## src/rtl/csr_params.svh

```systemverilog
`ifndef CSR_PARAMS_SVH
`define CSR_PARAMS_SVH

// Register width of the hart
`define CSR_XLEN 64

// MXL = 64 bit, extensions I, M and U
`define CSR_MISA_VALUE 64'h8000_0000_0010_1100

// Trap base taken until software programs mtvec
`define CSR_MTVEC_RESET 64'h0000_0000_0000_0048

// Low mtvec bits forced to zero in vectored mode
`define CSR_VEC_ALIGN_BITS 8

`endif

```

## src/rtl/csr_pkg.sv

```systemverilog
`default_nettype none

package csr_pkg;

  typedef enum logic [1:0] {
    PRIV_LVL_U = 2'b00,
    PRIV_LVL_M = 2'b11
  } priv_lvl_t;

  typedef enum logic [2:0] {
    CSR_NONE  = 3'd0,
    CSR_WRITE = 3'd1,
    CSR_SET   = 3'd2,
    CSR_CLEAR = 3'd3,
    CSR_READ  = 3'd4,
    CSR_MRET  = 3'd5
  } csr_op_t;

  typedef enum logic [11:0] {
    CSR_MSTATUS   = 12'h300,
    CSR_MISA      = 12'h301,
    CSR_MIE       = 12'h304,
    CSR_MTVEC     = 12'h305,
    CSR_MSCRATCH  = 12'h340,
    CSR_MEPC      = 12'h341,
    CSR_MCAUSE    = 12'h342,
    CSR_MTVAL     = 12'h343,
    CSR_MIP       = 12'h344,
    CSR_MVENDORID = 12'hF11,
    CSR_MARCHID   = 12'hF12,
    CSR_MIMPID    = 12'hF13,
    CSR_MHARTID   = 12'hF14
  } csr_addr_t;

  // Exception and interrupt codes share the encoding space, mcause bit 63 tells them apart
  typedef logic [3:0] exc_cause_t;

  localparam exc_cause_t CAUSE_INST_MISALIGNED  = 4'd0;
  localparam exc_cause_t CAUSE_ILLEGAL_INST     = 4'd2;
  localparam exc_cause_t CAUSE_LOAD_MISALIGNED  = 4'd4;
  localparam exc_cause_t CAUSE_STORE_MISALIGNED = 4'd6;
  localparam exc_cause_t CAUSE_ECALL_U          = 4'd8;
  localparam exc_cause_t CAUSE_ECALL_M          = 4'd11;
  localparam exc_cause_t CAUSE_M_TIMER          = 4'd7;
  localparam exc_cause_t CAUSE_M_EXT            = 4'd11;

  localparam int unsigned MIE_BIT  = 3;   // mstatus
  localparam int unsigned MPIE_BIT = 7;
  localparam int unsigned MPP_LSB  = 11;
  localparam int unsigned TSR_BIT  = 22;
  localparam int unsigned MTI_BIT  = 7;   // mie and mip
  localparam int unsigned MEI_BIT  = 11;

endpackage

`default_nettype wire

```

## src/rtl/csr_machine_regs.sv

```systemverilog
`default_nettype none
`timescale 1ns/10ps
`include "csr_params.svh"

module csr_machine_regs
  (
    input  logic                    i_riscv_csr_clk,
    input  logic                    i_riscv_csr_rst,
    input  csr_pkg::csr_addr_t      i_csr_address,
    input  logic                    i_write_en,
    input  logic [`CSR_XLEN-1:0]    i_write_data,
    input  logic                    i_mret,
    input  logic                    i_trap,
    input  csr_pkg::exc_cause_t     i_trap_cause,
    input  logic                    i_trap_is_int,
    input  logic                    i_ack_ext,
    input  csr_pkg::priv_lvl_t      i_priv_lvl,
    input  logic [`CSR_XLEN-1:0]    i_pc,
    input  logic [`CSR_XLEN-1:0]    i_fault_addr,
    input  logic [31:0]             i_inst,
    input  logic                    i_timer_int,
    input  logic                    i_external_int,
    output logic [`CSR_XLEN-1:0]    o_rdata,
    output logic                    o_unknown_addr,
    output logic [`CSR_XLEN-1:0]    o_mepc,
    output logic                    o_mstatus_mie,
    output csr_pkg::priv_lvl_t      o_mstatus_mpp,
    output logic                    o_mstatus_tsr,
    output logic                    o_mie_mtie,
    output logic                    o_mie_meie,
    output logic                    o_mip_mtip,
    output logic                    o_mip_meip,
    output logic [`CSR_XLEN-1:0]    o_mtvec
  );

  localparam int unsigned XLEN  = `CSR_XLEN;
  localparam int unsigned ALIGN = `CSR_VEC_ALIGN_BITS;

  logic                 mstatus_mpie;
  logic [XLEN-1:0]      mscratch;
  logic [XLEN-1:0]      mtval;
  logic                 mcause_int;
  csr_pkg::exc_cause_t  mcause_code;
  logic                 wr_ok;

  // An instruction that traps does not commit its CSR write
  assign wr_ok = i_write_en && !i_trap;

  always_ff @(posedge i_riscv_csr_clk or posedge i_riscv_csr_rst)
  begin
    if (i_riscv_csr_rst)
    begin
      o_mstatus_mie <= 1'b0;
      mstatus_mpie  <= 1'b0;
      o_mstatus_mpp <= csr_pkg::PRIV_LVL_U;
      o_mstatus_tsr <= 1'b0;
    end
    else if (i_trap)
    begin
      mstatus_mpie  <= o_mstatus_mie;   // Stack interrupt enable
      o_mstatus_mie <= 1'b0;
      o_mstatus_mpp <= i_priv_lvl;
    end
    else if (i_mret)
    begin
      o_mstatus_mie <= mstatus_mpie;
      mstatus_mpie  <= 1'b1;
      o_mstatus_mpp <= csr_pkg::PRIV_LVL_U;
    end
    else if (wr_ok && i_csr_address == csr_pkg::CSR_MSTATUS)
    begin
      o_mstatus_mie <= i_write_data[csr_pkg::MIE_BIT];
      mstatus_mpie  <= i_write_data[csr_pkg::MPIE_BIT];
      o_mstatus_tsr <= i_write_data[csr_pkg::TSR_BIT];
      // Only U and M exist, other encodings fall back to U
      o_mstatus_mpp <= (i_write_data[csr_pkg::MPP_LSB +: 2] == 2'b11) ?
                       csr_pkg::PRIV_LVL_M : csr_pkg::PRIV_LVL_U;
    end
  end

  always_ff @(posedge i_riscv_csr_clk or posedge i_riscv_csr_rst)
  begin
    if (i_riscv_csr_rst)
    begin
      o_mie_mtie <= 1'b0;
      o_mie_meie <= 1'b0;
      o_mip_mtip <= 1'b0;
      o_mip_meip <= 1'b0;
    end
    else
    begin
      if (wr_ok && i_csr_address == csr_pkg::CSR_MIE)
      begin
        o_mie_mtie <= i_write_data[csr_pkg::MTI_BIT];
        o_mie_meie <= i_write_data[csr_pkg::MEI_BIT];
      end
      o_mip_mtip <= i_timer_int;                          // Follows the timer level
      o_mip_meip <= i_ack_ext ? 1'b0 : i_external_int;    // Dropped when taken
    end
  end

  always_ff @(posedge i_riscv_csr_clk or posedge i_riscv_csr_rst)
  begin
    if (i_riscv_csr_rst)
      o_mtvec <= `CSR_MTVEC_RESET;
    else if (wr_ok && i_csr_address == csr_pkg::CSR_MTVEC)
    begin
      if (i_write_data[0])
        o_mtvec <= {i_write_data[XLEN-1:ALIGN], {(ALIGN-1){1'b0}}, 1'b1};   // Vectored
      else
        o_mtvec <= {i_write_data[XLEN-1:2], 2'b00};
    end
  end

  always_ff @(posedge i_riscv_csr_clk or posedge i_riscv_csr_rst)
  begin
    if (i_riscv_csr_rst)
    begin
      o_mepc      <= '0;
      mcause_int  <= 1'b0;
      mcause_code <= '0;
      mtval       <= '0;
    end
    else if (i_trap)
    begin
      o_mepc      <= {i_pc[XLEN-1:1], 1'b0};
      mcause_int  <= i_trap_is_int;
      mcause_code <= i_trap_cause;
      if (!i_trap_is_int && (i_trap_cause == csr_pkg::CAUSE_LOAD_MISALIGNED ||
                             i_trap_cause == csr_pkg::CAUSE_STORE_MISALIGNED))
        mtval <= i_fault_addr;
      else if (!i_trap_is_int && i_trap_cause == csr_pkg::CAUSE_ILLEGAL_INST)
        mtval <= {{(XLEN-32){1'b0}}, i_inst};   // Faulting instruction bits
      else
        mtval <= '0;
    end
    else if (wr_ok)
    begin
      case (i_csr_address)
        csr_pkg::CSR_MEPC   : o_mepc <= {i_write_data[XLEN-1:1], 1'b0};
        csr_pkg::CSR_MTVAL  : mtval  <= i_write_data;
        csr_pkg::CSR_MCAUSE :
        begin
          mcause_int  <= i_write_data[XLEN-1];
          mcause_code <= i_write_data[3:0];
        end
        default : ;
      endcase
    end
  end

  always_ff @(posedge i_riscv_csr_clk or posedge i_riscv_csr_rst)
  begin
    if (i_riscv_csr_rst)
      mscratch <= '0;
    else if (wr_ok && i_csr_address == csr_pkg::CSR_MSCRATCH)
      mscratch <= i_write_data;
  end

  // Read data depends on the address alone
  always_comb
  begin
    o_rdata        = '0;
    o_unknown_addr = 1'b0;
    case (i_csr_address)
      csr_pkg::CSR_MVENDORID,
      csr_pkg::CSR_MARCHID,
      csr_pkg::CSR_MIMPID,
      csr_pkg::CSR_MHARTID  : o_rdata = '0;   // Hardwired identity
      csr_pkg::CSR_MISA     : o_rdata = `CSR_MISA_VALUE;
      csr_pkg::CSR_MSTATUS  :
      begin
        o_rdata[csr_pkg::MIE_BIT]      = o_mstatus_mie;
        o_rdata[csr_pkg::MPIE_BIT]     = mstatus_mpie;
        o_rdata[csr_pkg::MPP_LSB +: 2] = o_mstatus_mpp;
        o_rdata[csr_pkg::TSR_BIT]      = o_mstatus_tsr;
      end
      csr_pkg::CSR_MIE      :
      begin
        o_rdata[csr_pkg::MTI_BIT] = o_mie_mtie;
        o_rdata[csr_pkg::MEI_BIT] = o_mie_meie;
      end
      csr_pkg::CSR_MIP      :
      begin
        o_rdata[csr_pkg::MTI_BIT] = o_mip_mtip;
        o_rdata[csr_pkg::MEI_BIT] = o_mip_meip;
      end
      csr_pkg::CSR_MTVEC    : o_rdata = o_mtvec;
      csr_pkg::CSR_MSCRATCH : o_rdata = mscratch;
      csr_pkg::CSR_MEPC     : o_rdata = o_mepc;
      csr_pkg::CSR_MCAUSE   : o_rdata = {mcause_int, {(XLEN-5){1'b0}}, mcause_code};
      csr_pkg::CSR_MTVAL    : o_rdata = mtval;
      default               : o_unknown_addr = 1'b1;
    endcase
  end

  // mret returns through mepc, an odd target would be unreachable
  a_mepc_aligned : assert property (@(posedge i_riscv_csr_clk)
    disable iff (i_riscv_csr_rst) !o_mepc[0])
    else $error("csr_machine_regs: mepc bit 0 set");

endmodule

`default_nettype wire

```

## src/rtl/csr_op_decode.sv

```systemverilog
`default_nettype none
`timescale 1ns/10ps
`include "csr_params.svh"

module csr_op_decode
  (
    input  csr_pkg::csr_op_t      i_csr_op,
    input  csr_pkg::csr_addr_t    i_csr_address,
    input  logic [`CSR_XLEN-1:0]  i_csr_wdata,
    input  logic [`CSR_XLEN-1:0]  i_rdata,
    input  logic                  i_unknown_addr,
    input  csr_pkg::priv_lvl_t    i_priv_lvl,
    input  logic                  i_stall,
    output logic                  o_write_en,
    output logic [`CSR_XLEN-1:0]  o_write_data,
    output logic                  o_mret,
    output logic                  o_illegal_access
  );

  logic csr_access;
  logic wants_write;
  logic priv_fail;
  logic read_only_write;

  always_comb
  begin
    o_write_data = i_csr_wdata;
    csr_access   = 1'b1;
    wants_write  = 1'b1;
    case (i_csr_op)
      csr_pkg::CSR_WRITE : o_write_data = i_csr_wdata;
      csr_pkg::CSR_SET   : o_write_data = i_rdata | i_csr_wdata;    // Set bits
      csr_pkg::CSR_CLEAR : o_write_data = i_rdata & ~i_csr_wdata;   // Clear bits
      csr_pkg::CSR_READ  : wants_write  = 1'b0;
      default :
      begin
        // No op and mret touch no CSR
        csr_access  = 1'b0;
        wants_write = 1'b0;
      end
    endcase
  end

  // Address bits 9:8 hold the lowest privilege allowed to access
  assign priv_fail        = i_csr_address[9:8] > i_priv_lvl;
  assign read_only_write  = (i_csr_address[11:10] == 2'b11) && wants_write;
  assign o_illegal_access = csr_access && (priv_fail || i_unknown_addr || read_only_write);

  assign o_write_en = wants_write && !o_illegal_access && !i_stall;
  assign o_mret     = (i_csr_op == csr_pkg::CSR_MRET) && !i_stall;   // Held mret acts once

  always_comb
  begin
    assert (!(o_write_en && o_illegal_access))
      else $error("csr_op_decode: write enabled on an illegal access");
  end

endmodule

`default_nettype wire

```

## src/rtl/csr_trap_ctrl.sv

```systemverilog
`default_nettype none
`timescale 1ns/10ps
`include "csr_params.svh"

module csr_trap_ctrl
  (
    input  logic                    i_riscv_csr_clk,
    input  logic                    i_riscv_csr_rst,
    input  logic                    i_illegal_access,
    input  logic                    i_illegal_inst,
    input  logic                    i_ecall,
    input  logic                    i_inst_addr_misaligned,
    input  logic                    i_load_addr_misaligned,
    input  logic                    i_store_addr_misaligned,
    input  logic                    i_flush,
    input  logic                    i_stall,
    input  logic                    i_mret,
    input  logic                    i_mstatus_mie,
    input  csr_pkg::priv_lvl_t      i_mstatus_mpp,
    input  logic                    i_mie_mtie,
    input  logic                    i_mie_meie,
    input  logic                    i_mip_mtip,
    input  logic                    i_mip_meip,
    input  logic [`CSR_XLEN-1:0]    i_mtvec,
    output logic                    o_trap,
    output csr_pkg::exc_cause_t     o_trap_cause,
    output logic                    o_trap_is_int,
    output logic                    o_ack_ext,
    output logic [`CSR_XLEN-1:0]    o_trap_address,
    output csr_pkg::priv_lvl_t      o_priv_lvl,
    output logic [1:0]              o_return_from_trap
  );

  logic                 int_enable;
  logic                 mei_go;
  logic                 mti_go;
  logic                 illegal;
  logic                 is_exception;
  logic [`CSR_XLEN-1:0] trap_base;

  // Machine interrupts are always live below machine mode
  assign int_enable = (o_priv_lvl == csr_pkg::PRIV_LVL_U) || i_mstatus_mie;
  assign mei_go     = i_mip_meip && i_mie_meie && int_enable;
  assign mti_go     = i_mip_mtip && i_mie_mtie && int_enable;

  assign illegal      = i_illegal_access || i_illegal_inst;
  assign is_exception = illegal || i_inst_addr_misaligned || i_ecall ||
                        i_load_addr_misaligned || i_store_addr_misaligned;

  // Fixed priority, interrupts first
  always_comb
  begin
    o_trap_is_int = 1'b0;
    o_trap_cause  = csr_pkg::CAUSE_INST_MISALIGNED;
    if (mei_go)
    begin
      o_trap_is_int = 1'b1;
      o_trap_cause  = csr_pkg::CAUSE_M_EXT;
    end
    else if (mti_go)
    begin
      o_trap_is_int = 1'b1;
      o_trap_cause  = csr_pkg::CAUSE_M_TIMER;
    end
    else if (illegal)
      o_trap_cause = csr_pkg::CAUSE_ILLEGAL_INST;
    else if (i_inst_addr_misaligned)
      o_trap_cause = csr_pkg::CAUSE_INST_MISALIGNED;
    else if (i_ecall)
      o_trap_cause = (o_priv_lvl == csr_pkg::PRIV_LVL_M) ?
                     csr_pkg::CAUSE_ECALL_M : csr_pkg::CAUSE_ECALL_U;
    else if (i_load_addr_misaligned)
      o_trap_cause = csr_pkg::CAUSE_LOAD_MISALIGNED;
    else if (i_store_addr_misaligned)
      o_trap_cause = csr_pkg::CAUSE_STORE_MISALIGNED;
  end

  assign o_trap    = (mei_go || mti_go || is_exception) && !i_flush && !i_stall;
  assign o_ack_ext = o_trap && mei_go;   // Lets mip drop the external bit

  assign trap_base = {i_mtvec[`CSR_XLEN-1:2], 2'b00};

  always_comb
  begin
    if (i_mtvec[0] && o_trap_is_int)
      o_trap_address = trap_base + {{(`CSR_XLEN-6){1'b0}}, o_trap_cause, 2'b00};   // 4 x cause
    else
      o_trap_address = trap_base;
  end

  assign o_return_from_trap = i_mret ? 2'd1 : 2'd0;

  always_ff @(posedge i_riscv_csr_clk or posedge i_riscv_csr_rst)
  begin
    if (i_riscv_csr_rst)
      o_priv_lvl <= csr_pkg::PRIV_LVL_M;
    else if (o_trap)
      o_priv_lvl <= csr_pkg::PRIV_LVL_M;
    else if (i_mret)
      o_priv_lvl <= i_mstatus_mpp;   // Back to the stacked level
  end

  // Stall freezes the pipeline, so no trap may redirect it
  a_no_trap_in_stall : assert property (@(posedge i_riscv_csr_clk)
    disable iff (i_riscv_csr_rst) i_stall |-> !o_trap)
    else $error("csr_trap_ctrl: trap taken during stall");

endmodule

`default_nettype wire

```

## src/rtl/riscv_csrfile.sv

```systemverilog
`default_nettype none
`timescale 1ns/10ps
`include "csr_params.svh"

module riscv_csrfile
  (
    input  logic                    i_riscv_csr_clk,
    input  logic                    i_riscv_csr_rst,
    input  csr_pkg::csr_addr_t      i_csr_address,
    input  csr_pkg::csr_op_t        i_csr_op,
    input  logic [`CSR_XLEN-1:0]    i_csr_wdata,
    input  logic                    i_external_int,
    input  logic                    i_timer_int,
    input  logic [`CSR_XLEN-1:0]    i_pc,
    input  logic [`CSR_XLEN-1:0]    i_fault_addr,
    input  logic [31:0]             i_inst,
    input  logic                    i_illegal_inst,
    input  logic                    i_ecall,
    input  logic                    i_inst_addr_misaligned,
    input  logic                    i_load_addr_misaligned,
    input  logic                    i_store_addr_misaligned,
    input  logic                    i_flush,
    input  logic                    i_stall,
    output logic [`CSR_XLEN-1:0]    o_rdata,
    output logic [`CSR_XLEN-1:0]    o_return_address,
    output logic [`CSR_XLEN-1:0]    o_trap_address,
    output logic                    o_go_to_trap,
    output logic [1:0]              o_return_from_trap,
    output csr_pkg::priv_lvl_t      o_priv_lvl,
    output logic                    o_tsr
  );

  logic                 write_en;
  logic [`CSR_XLEN-1:0] write_data;
  logic                 mret;
  logic                 illegal_access;
  logic                 unknown_addr;
  csr_pkg::exc_cause_t  trap_cause;
  logic                 trap_is_int;
  logic                 ack_ext;
  logic                 mstatus_mie;
  csr_pkg::priv_lvl_t   mstatus_mpp;
  logic                 mie_mtie;
  logic                 mie_meie;
  logic                 mip_mtip;
  logic                 mip_meip;
  logic [`CSR_XLEN-1:0] mtvec;

  csr_op_decode u_op_decode
  (
    .i_csr_op         (i_csr_op),
    .i_csr_address    (i_csr_address),
    .i_csr_wdata      (i_csr_wdata),
    .i_rdata          (o_rdata),
    .i_unknown_addr   (unknown_addr),
    .i_priv_lvl       (o_priv_lvl),
    .i_stall          (i_stall),
    .o_write_en       (write_en),
    .o_write_data     (write_data),
    .o_mret           (mret),
    .o_illegal_access (illegal_access)
  );

  csr_machine_regs u_machine_regs
  (
    .i_riscv_csr_clk  (i_riscv_csr_clk),
    .i_riscv_csr_rst  (i_riscv_csr_rst),
    .i_csr_address    (i_csr_address),
    .i_write_en       (write_en),
    .i_write_data     (write_data),
    .i_mret           (mret),
    .i_trap           (o_go_to_trap),
    .i_trap_cause     (trap_cause),
    .i_trap_is_int    (trap_is_int),
    .i_ack_ext        (ack_ext),
    .i_priv_lvl       (o_priv_lvl),
    .i_pc             (i_pc),
    .i_fault_addr     (i_fault_addr),
    .i_inst           (i_inst),
    .i_timer_int      (i_timer_int),
    .i_external_int   (i_external_int),
    .o_rdata          (o_rdata),
    .o_unknown_addr   (unknown_addr),
    .o_mepc           (o_return_address),
    .o_mstatus_mie    (mstatus_mie),
    .o_mstatus_mpp    (mstatus_mpp),
    .o_mstatus_tsr    (o_tsr),
    .o_mie_mtie       (mie_mtie),
    .o_mie_meie       (mie_meie),
    .o_mip_mtip       (mip_mtip),
    .o_mip_meip       (mip_meip),
    .o_mtvec          (mtvec)
  );

  csr_trap_ctrl u_trap_ctrl
  (
    .i_riscv_csr_clk          (i_riscv_csr_clk),
    .i_riscv_csr_rst          (i_riscv_csr_rst),
    .i_illegal_access         (illegal_access),
    .i_illegal_inst           (i_illegal_inst),
    .i_ecall                  (i_ecall),
    .i_inst_addr_misaligned   (i_inst_addr_misaligned),
    .i_load_addr_misaligned   (i_load_addr_misaligned),
    .i_store_addr_misaligned  (i_store_addr_misaligned),
    .i_flush                  (i_flush),
    .i_stall                  (i_stall),
    .i_mret                   (mret),
    .i_mstatus_mie            (mstatus_mie),
    .i_mstatus_mpp            (mstatus_mpp),
    .i_mie_mtie               (mie_mtie),
    .i_mie_meie               (mie_meie),
    .i_mip_mtip               (mip_mtip),
    .i_mip_meip               (mip_meip),
    .i_mtvec                  (mtvec),
    .o_trap                   (o_go_to_trap),
    .o_trap_cause             (trap_cause),
    .o_trap_is_int            (trap_is_int),
    .o_ack_ext                (ack_ext),
    .o_trap_address           (o_trap_address),
    .o_priv_lvl               (o_priv_lvl),
    .o_return_from_trap       (o_return_from_trap)
  );

endmodule

`default_nettype wire

```

## config.mk

```make
export PLATFORM = sky130hd
export DESIGN_NAME = riscv_csrfile
export DESIGN_NICKNAME = d
export VERILOG_FILES = /design/src/rtl/csr_pkg.sv /design/src/rtl/csr_machine_regs.sv /design/src/rtl/csr_op_decode.sv /design/src/rtl/csr_trap_ctrl.sv /design/src/rtl/riscv_csrfile.sv
export VERILOG_INCLUDE_DIRS = /design/src /design/src/rtl
export SDC_FILE = /design/constraint.sdc
export NUM_CORES = 1
export LEC_CHECK = 0
export BUFFER_PORTS_ARGS = -buffer_cell sky130_fd_sc_hd__buf_2
export CELL_PAD_IN_SITES_DETAIL_PLACEMENT = 0
export CELL_PAD_IN_SITES_GLOBAL_PLACEMENT = 1
export CORE_UTILIZATION = 26
export DETAILED_ROUTE_END_ITERATION = 12
export GPL_TIMING_DRIVEN = 0
export PLACE_DENSITY = 0.56
export SYNTH_ARGS = -nofsm -noshare
export SYNTH_HDL_FRONTEND = slang
export SYNTH_SLANG_ARGS = --single-unit
```

## constraint.sdc

```tcl
create_clock -name i_riscv_csr_clk -period 9.2 [get_ports i_riscv_csr_clk]
set_input_delay 0.46 -clock i_riscv_csr_clk [delete_from_list [all_inputs] [get_ports i_riscv_csr_clk]]
set_output_delay 0.46 -clock i_riscv_csr_clk [all_outputs]
set_load 0.01 [all_outputs]
```

==> impl_metrics.csv <==
group,metric,value,unit
outcome,run_status,"completed",
clock_network,clkSinkCount,270,
routing,drt_iter0_markers,1475,
cells_and_area,fill_cells,6646,
timing,setup_violations,0,
clock_network,clk_path_buf_depth,3,
floorplan,core,0.0618,mm^2
routing,via_per_inst,5.42,
cells_and_area,drive_above_1_share,26.0,%
timing,drv_slew,0,
routing,post_drt_wl_per_cell,26.6,um
cells_and_area,nNetsFinal,2596,
clock_network,clkLatencyLatePin,0.56,ns
routing,wirelength,85400,um
setup_path,cp-start-kind,"flip-flop",
floorplan,die_w,252,um
place,port_buffers,442,
hold_path,holdPathStages,3,
setup_path,r2r-end,"u_machine_regs.o_mstatus_mie$_DFFE_PP0P_",
grt,antenna_found_initial,3,
place,dp.cells,3136,
clock_network,clock-root-buffer,"clkbuf_16",
place,routabilityCongestion,0.900,
routing,drc,0,
grt,grt_max_degree,106,
clock_network,clk_pin_slew,0.05,ns
timing,layout_min_cycle_time,5.77,ns
setup_path,cp_cell_sequence,"inv_1 > ha_1 > nor2b_1 > o21ai_0 > o211ai_2 > a211oi_1 > a21o_1 > ha_1 > inv_1 > fa_1 > nand2b_1 > a21oi_1 > inv_1 > o2111ai_1 > nor3_1 > xor2_1 > buf_2",
grt,grt_pass1_wl,121000,um
pwr,power.leakage,9.66,nW
synth,synth-edff-count,0,
routing,via_count,17400,
cells_and_area,ff_latch_area,0.00676,mm^2
routing,drtPass1Iterations,6,
synth,syn_area,0.0163,mm^2
floorplan,initial_core_util,26.4,%
clock_network,cts_setup_buffers,0,
setup_path,path_class,"flip-flop to output pin",
timing,rsz0062_at_grt,"no",
synth,avgSynthCellArea,8.81,um^2
synth,yosys.cell_types.count,85,
setup_path,critPathCaptureType,"output pin",
setup_path,slowest_stage,"dfstp_2",
place,hpwl,64700,um
grt,grt_usage,26.0,%
setup_path,r2r-start,"u_trap_ctrl.o_priv_lvl[1]$_DFFE_PP1N_",
grt,grt_overflow,0,
setup_path,crit_top_cell,"inv_1",
synth,async_reset_ff_share,100,%
hold_path,min_to,"u_machine_regs.o_mepc[9]$_DFFE_PP0P_",
grt,grt_pass1_vias,17200,
timing,clock_skew,0.0192,ns
setup_path,arrival,5.31,ns
synth,ys_ff_latch,270,
clock_network,cts_buffers,37,
timing,tightest_slew,1.27,ns
floorplan,io_pins,448,
floorplan,die_h,252,um
clock_network,cts_tree,"done",
timing,post-route-period-util,62.7,%
hold_path,hold_path_class,"primary input to flip-flop",
setup_path,r2r_cells,11,
cells_and_area,area_delta_synth_final,28.3,%
floorplan,rows,91,
clock_network,ctsHtreeMaxLevel,2,
setup_path,cp_slowest_stage_delay,0.60,ns
pwr,ir_drop,0.000115,V
synth,yosysWarnings,0,
synth,seq_area_frac_synth,41.5,%
synth,syn_inst,1851,
setup_path,path_max_fanout,8,
cells_and_area,multi_input_area,0.00859,mm^2
timing,hold_violations,0,
floorplan,die_area,0.0637,mm^2
pwr,powerDensity,156,mW/mm^2
cells_and_area,final-instance-count-excl-fill,3208,
clock_network,cts_resized,0,
setup_path,rrSetupSlack,4.88,ns
timing,finalHoldWorstSlack,0.105,ns
timing,max_slew_margin,15.4,%
synth,synth-main-ff-cell,"dfrtp_1",
hold_path,min_from,"i_pc[9]",
setup_path,required,8.74,ns
job,maxCapViolations,0,
timing,fmax,173,MHz
routing,ant_nets,0,
## where the power goes
group	internal (mW)	switching (mW)	total, mW
Combinational	0.168	0.268	0.436
Sequential	1.27	0.0732	1.34
Clock	0.907	0.587	1.49
## cell type report
cell class                      instances  share of cell area [%]
Inverter                               82                    1.51
Sequential cell                       270                    32.3
Clock inverter                          8                   0.460
Timing Repair Buffer                  447                    11.0
Buffer                                153                    3.18
Multi-Input combinational cell       1349                    41.1
Tap cell                              837                    5.01
Clock buffer                           60                    5.47
Antenna cell                            2                  0.0239
## worst max-delay path by stage
stage,from,endpoint,slack [ns],cells after the start
after floorplan,i_riscv_csr_rst,u_machine_regs.mcause_code[0]$_DFFE_PP0P_,1.31,1
after global placement,i_riscv_csr_rst,u_machine_regs.o_mepc[33]$_DFFE_PP0P_,-2.93,2
after detailed placement,u_trap_ctrl.o_priv_lvl[1]$_DFFE_PP1N_,o_trap_address[54],3.98,17
after CTS,u_trap_ctrl.o_priv_lvl[1]$_DFFE_PP1N_,o_trap_address[54],3.35,17
after global routing,u_trap_ctrl.o_priv_lvl[1]$_DFFE_PP1N_,o_trap_address[54],3.16,17
final,u_trap_ctrl.o_priv_lvl[1]$_DFFE_PP1N_,o_trap_address[54],3.43,17
## synth_stat cells (all sizes together), types with 3 or more instances
cell	instances	area, um^2
nor3b	4	30.0
ha	5	62.6
o31a	32	280
or4b	3	33.8
o31ai	37	293
nor4b	5	62.6
a2bb2oi	32	280
and2	3	18.8
and3	14	97.6
dfrtp	266	6660
clkbuf	90	338
nand2	294	1100
nand4b	5	43.8
nor4	9	62.6
o22ai	3	32.5
nor3	32	198
a222oi	23	230
mux2	18	203
o211ai	5	42.5
xnor2	33	289
o21ai	224	1120
nand4	20	125
a22oi	6	45.0
o2111ai	6	52.6
inv	81	304
o2bb2ai	22	193
a21oi	97	485
a31oi	8	50.1
nand2b	5	31.3
nor2	80	303
and4	8	70.1
buf	63	327
a211oi	3	27.5
dfstp	4	105
and4bb	3	37.5
xor2	29	254
or2	3	18.8
a221oi	65	569
o21bai	4	41.3
nor2b	5	31.3
mux2i	80	801
nand3	34	183
or4	7	60.1
a21boi	20	150
a22o	34	298
## critical path: cells and delay by family, from the launching register on
| family | cells | cell delay (ns) |
|---|---|---|
| AND/OR/NAND/NOR | 3 | 0.60 |
| AO/OA/AOI/OAI | 6 | 1.86 |
| buffers and inverters | 4 | 0.44 |
| adder cells (fa/ha/maj) | 3 | 0.94 |
| flip-flops | 1 | 0.60 |
| XOR/XNOR | 1 | 0.31 |
## routing by layer
layer	track usage, %	routed length [um]	vias to the layer above
met2	42.8	40500	746
li1	-	-	7803
met5	0	0	-
met4	8.66	2790	0
met3	3.46	4850	121
met1	35.0	37300	8720
## cell usage in the layout, fill, tap and decap left out, drive strengths merged, types with 9 or more instances in the layout
master | netlist | layout
o31a | 32 | 32
nand3 | 34 | 34
a22o | 34 | 34
a222oi | 23 | 23
a21boi | 20 | 20
nand2 | 294 | 294
a2bb2oi | 32 | 32
nand4 | 20 | 20
mux2 | 18 | 18
xnor2 | 33 | 33
o31ai | 37 | 37
and3 | 14 | 14
clkbuf | 90 | 150
inv | 81 | 82
o2bb2ai | 22 | 22
nor2 | 80 | 80
xor2 | 29 | 29
nor4 | 9 | 9
buf | 63 | 508
dfrtp | 266 | 266
mux2i | 80 | 80
a221oi | 65 | 65
o21ai | 224 | 224
nor3 | 32 | 32
a21oi | 97 | 97
## logic make-up (layout without fill, tap and decap cells)
group | count (synthesis) | count (layout) | synth area share [%]
compound gates | 639 | 639 | 26.8
simple gates | 539 | 539 | 15.6
flops | 270 | 270 | 41.5
buf+inv | 235 | 750 | 5.96
mux | 98 | 98 | 6.15
xor+xnor | 62 | 62 | 3.33
fa+ha+maj | 7 | 7 | 0.568
other cells | 1 | 6 | 0.0230
## timing repair
| action | in CTS | in global routing |
|---|---|---|
| endpoints found under the setup margin | 0 | 0 |
| hold endpoints to repair | 11 | 0 |
| hold buffers | 2 | 0 |
## state kept, by name (all words and copies together) (netlist names), 2 cells and up
signal                        flops
u_machine_regs.mscratch          64
u_machine_regs.o_mtvec           63
u_machine_regs.o_mstatus_mpp      2
u_trap_ctrl.o_priv_lvl            2
u_machine_regs.mtval             64
u_machine_regs.o_mepc            63
u_machine_regs.mcause_code        4
## through the flow
stage / TNS (ns) / power, mW / cell area, um^2 / setup WS (ns) / util (%)
floorplan: 0 / 1.56 / 16300 / 1.31 / -
global placement: -765.89 / 1.79 / 19600 / -2.93 / 31.7
detailed placement: 0 / 1.80 / 19700 / 3.98 / 31.8
CTS: 0 / 3.30 / 20900 / 3.35 / 33.8
global route: 0 / 3.39 / 20900 / 3.16 / 33.8
finish: 0 / 3.27 / 20900 / 3.43 / 33.8
No activity file was read; power rests on OpenSTA's default activity.
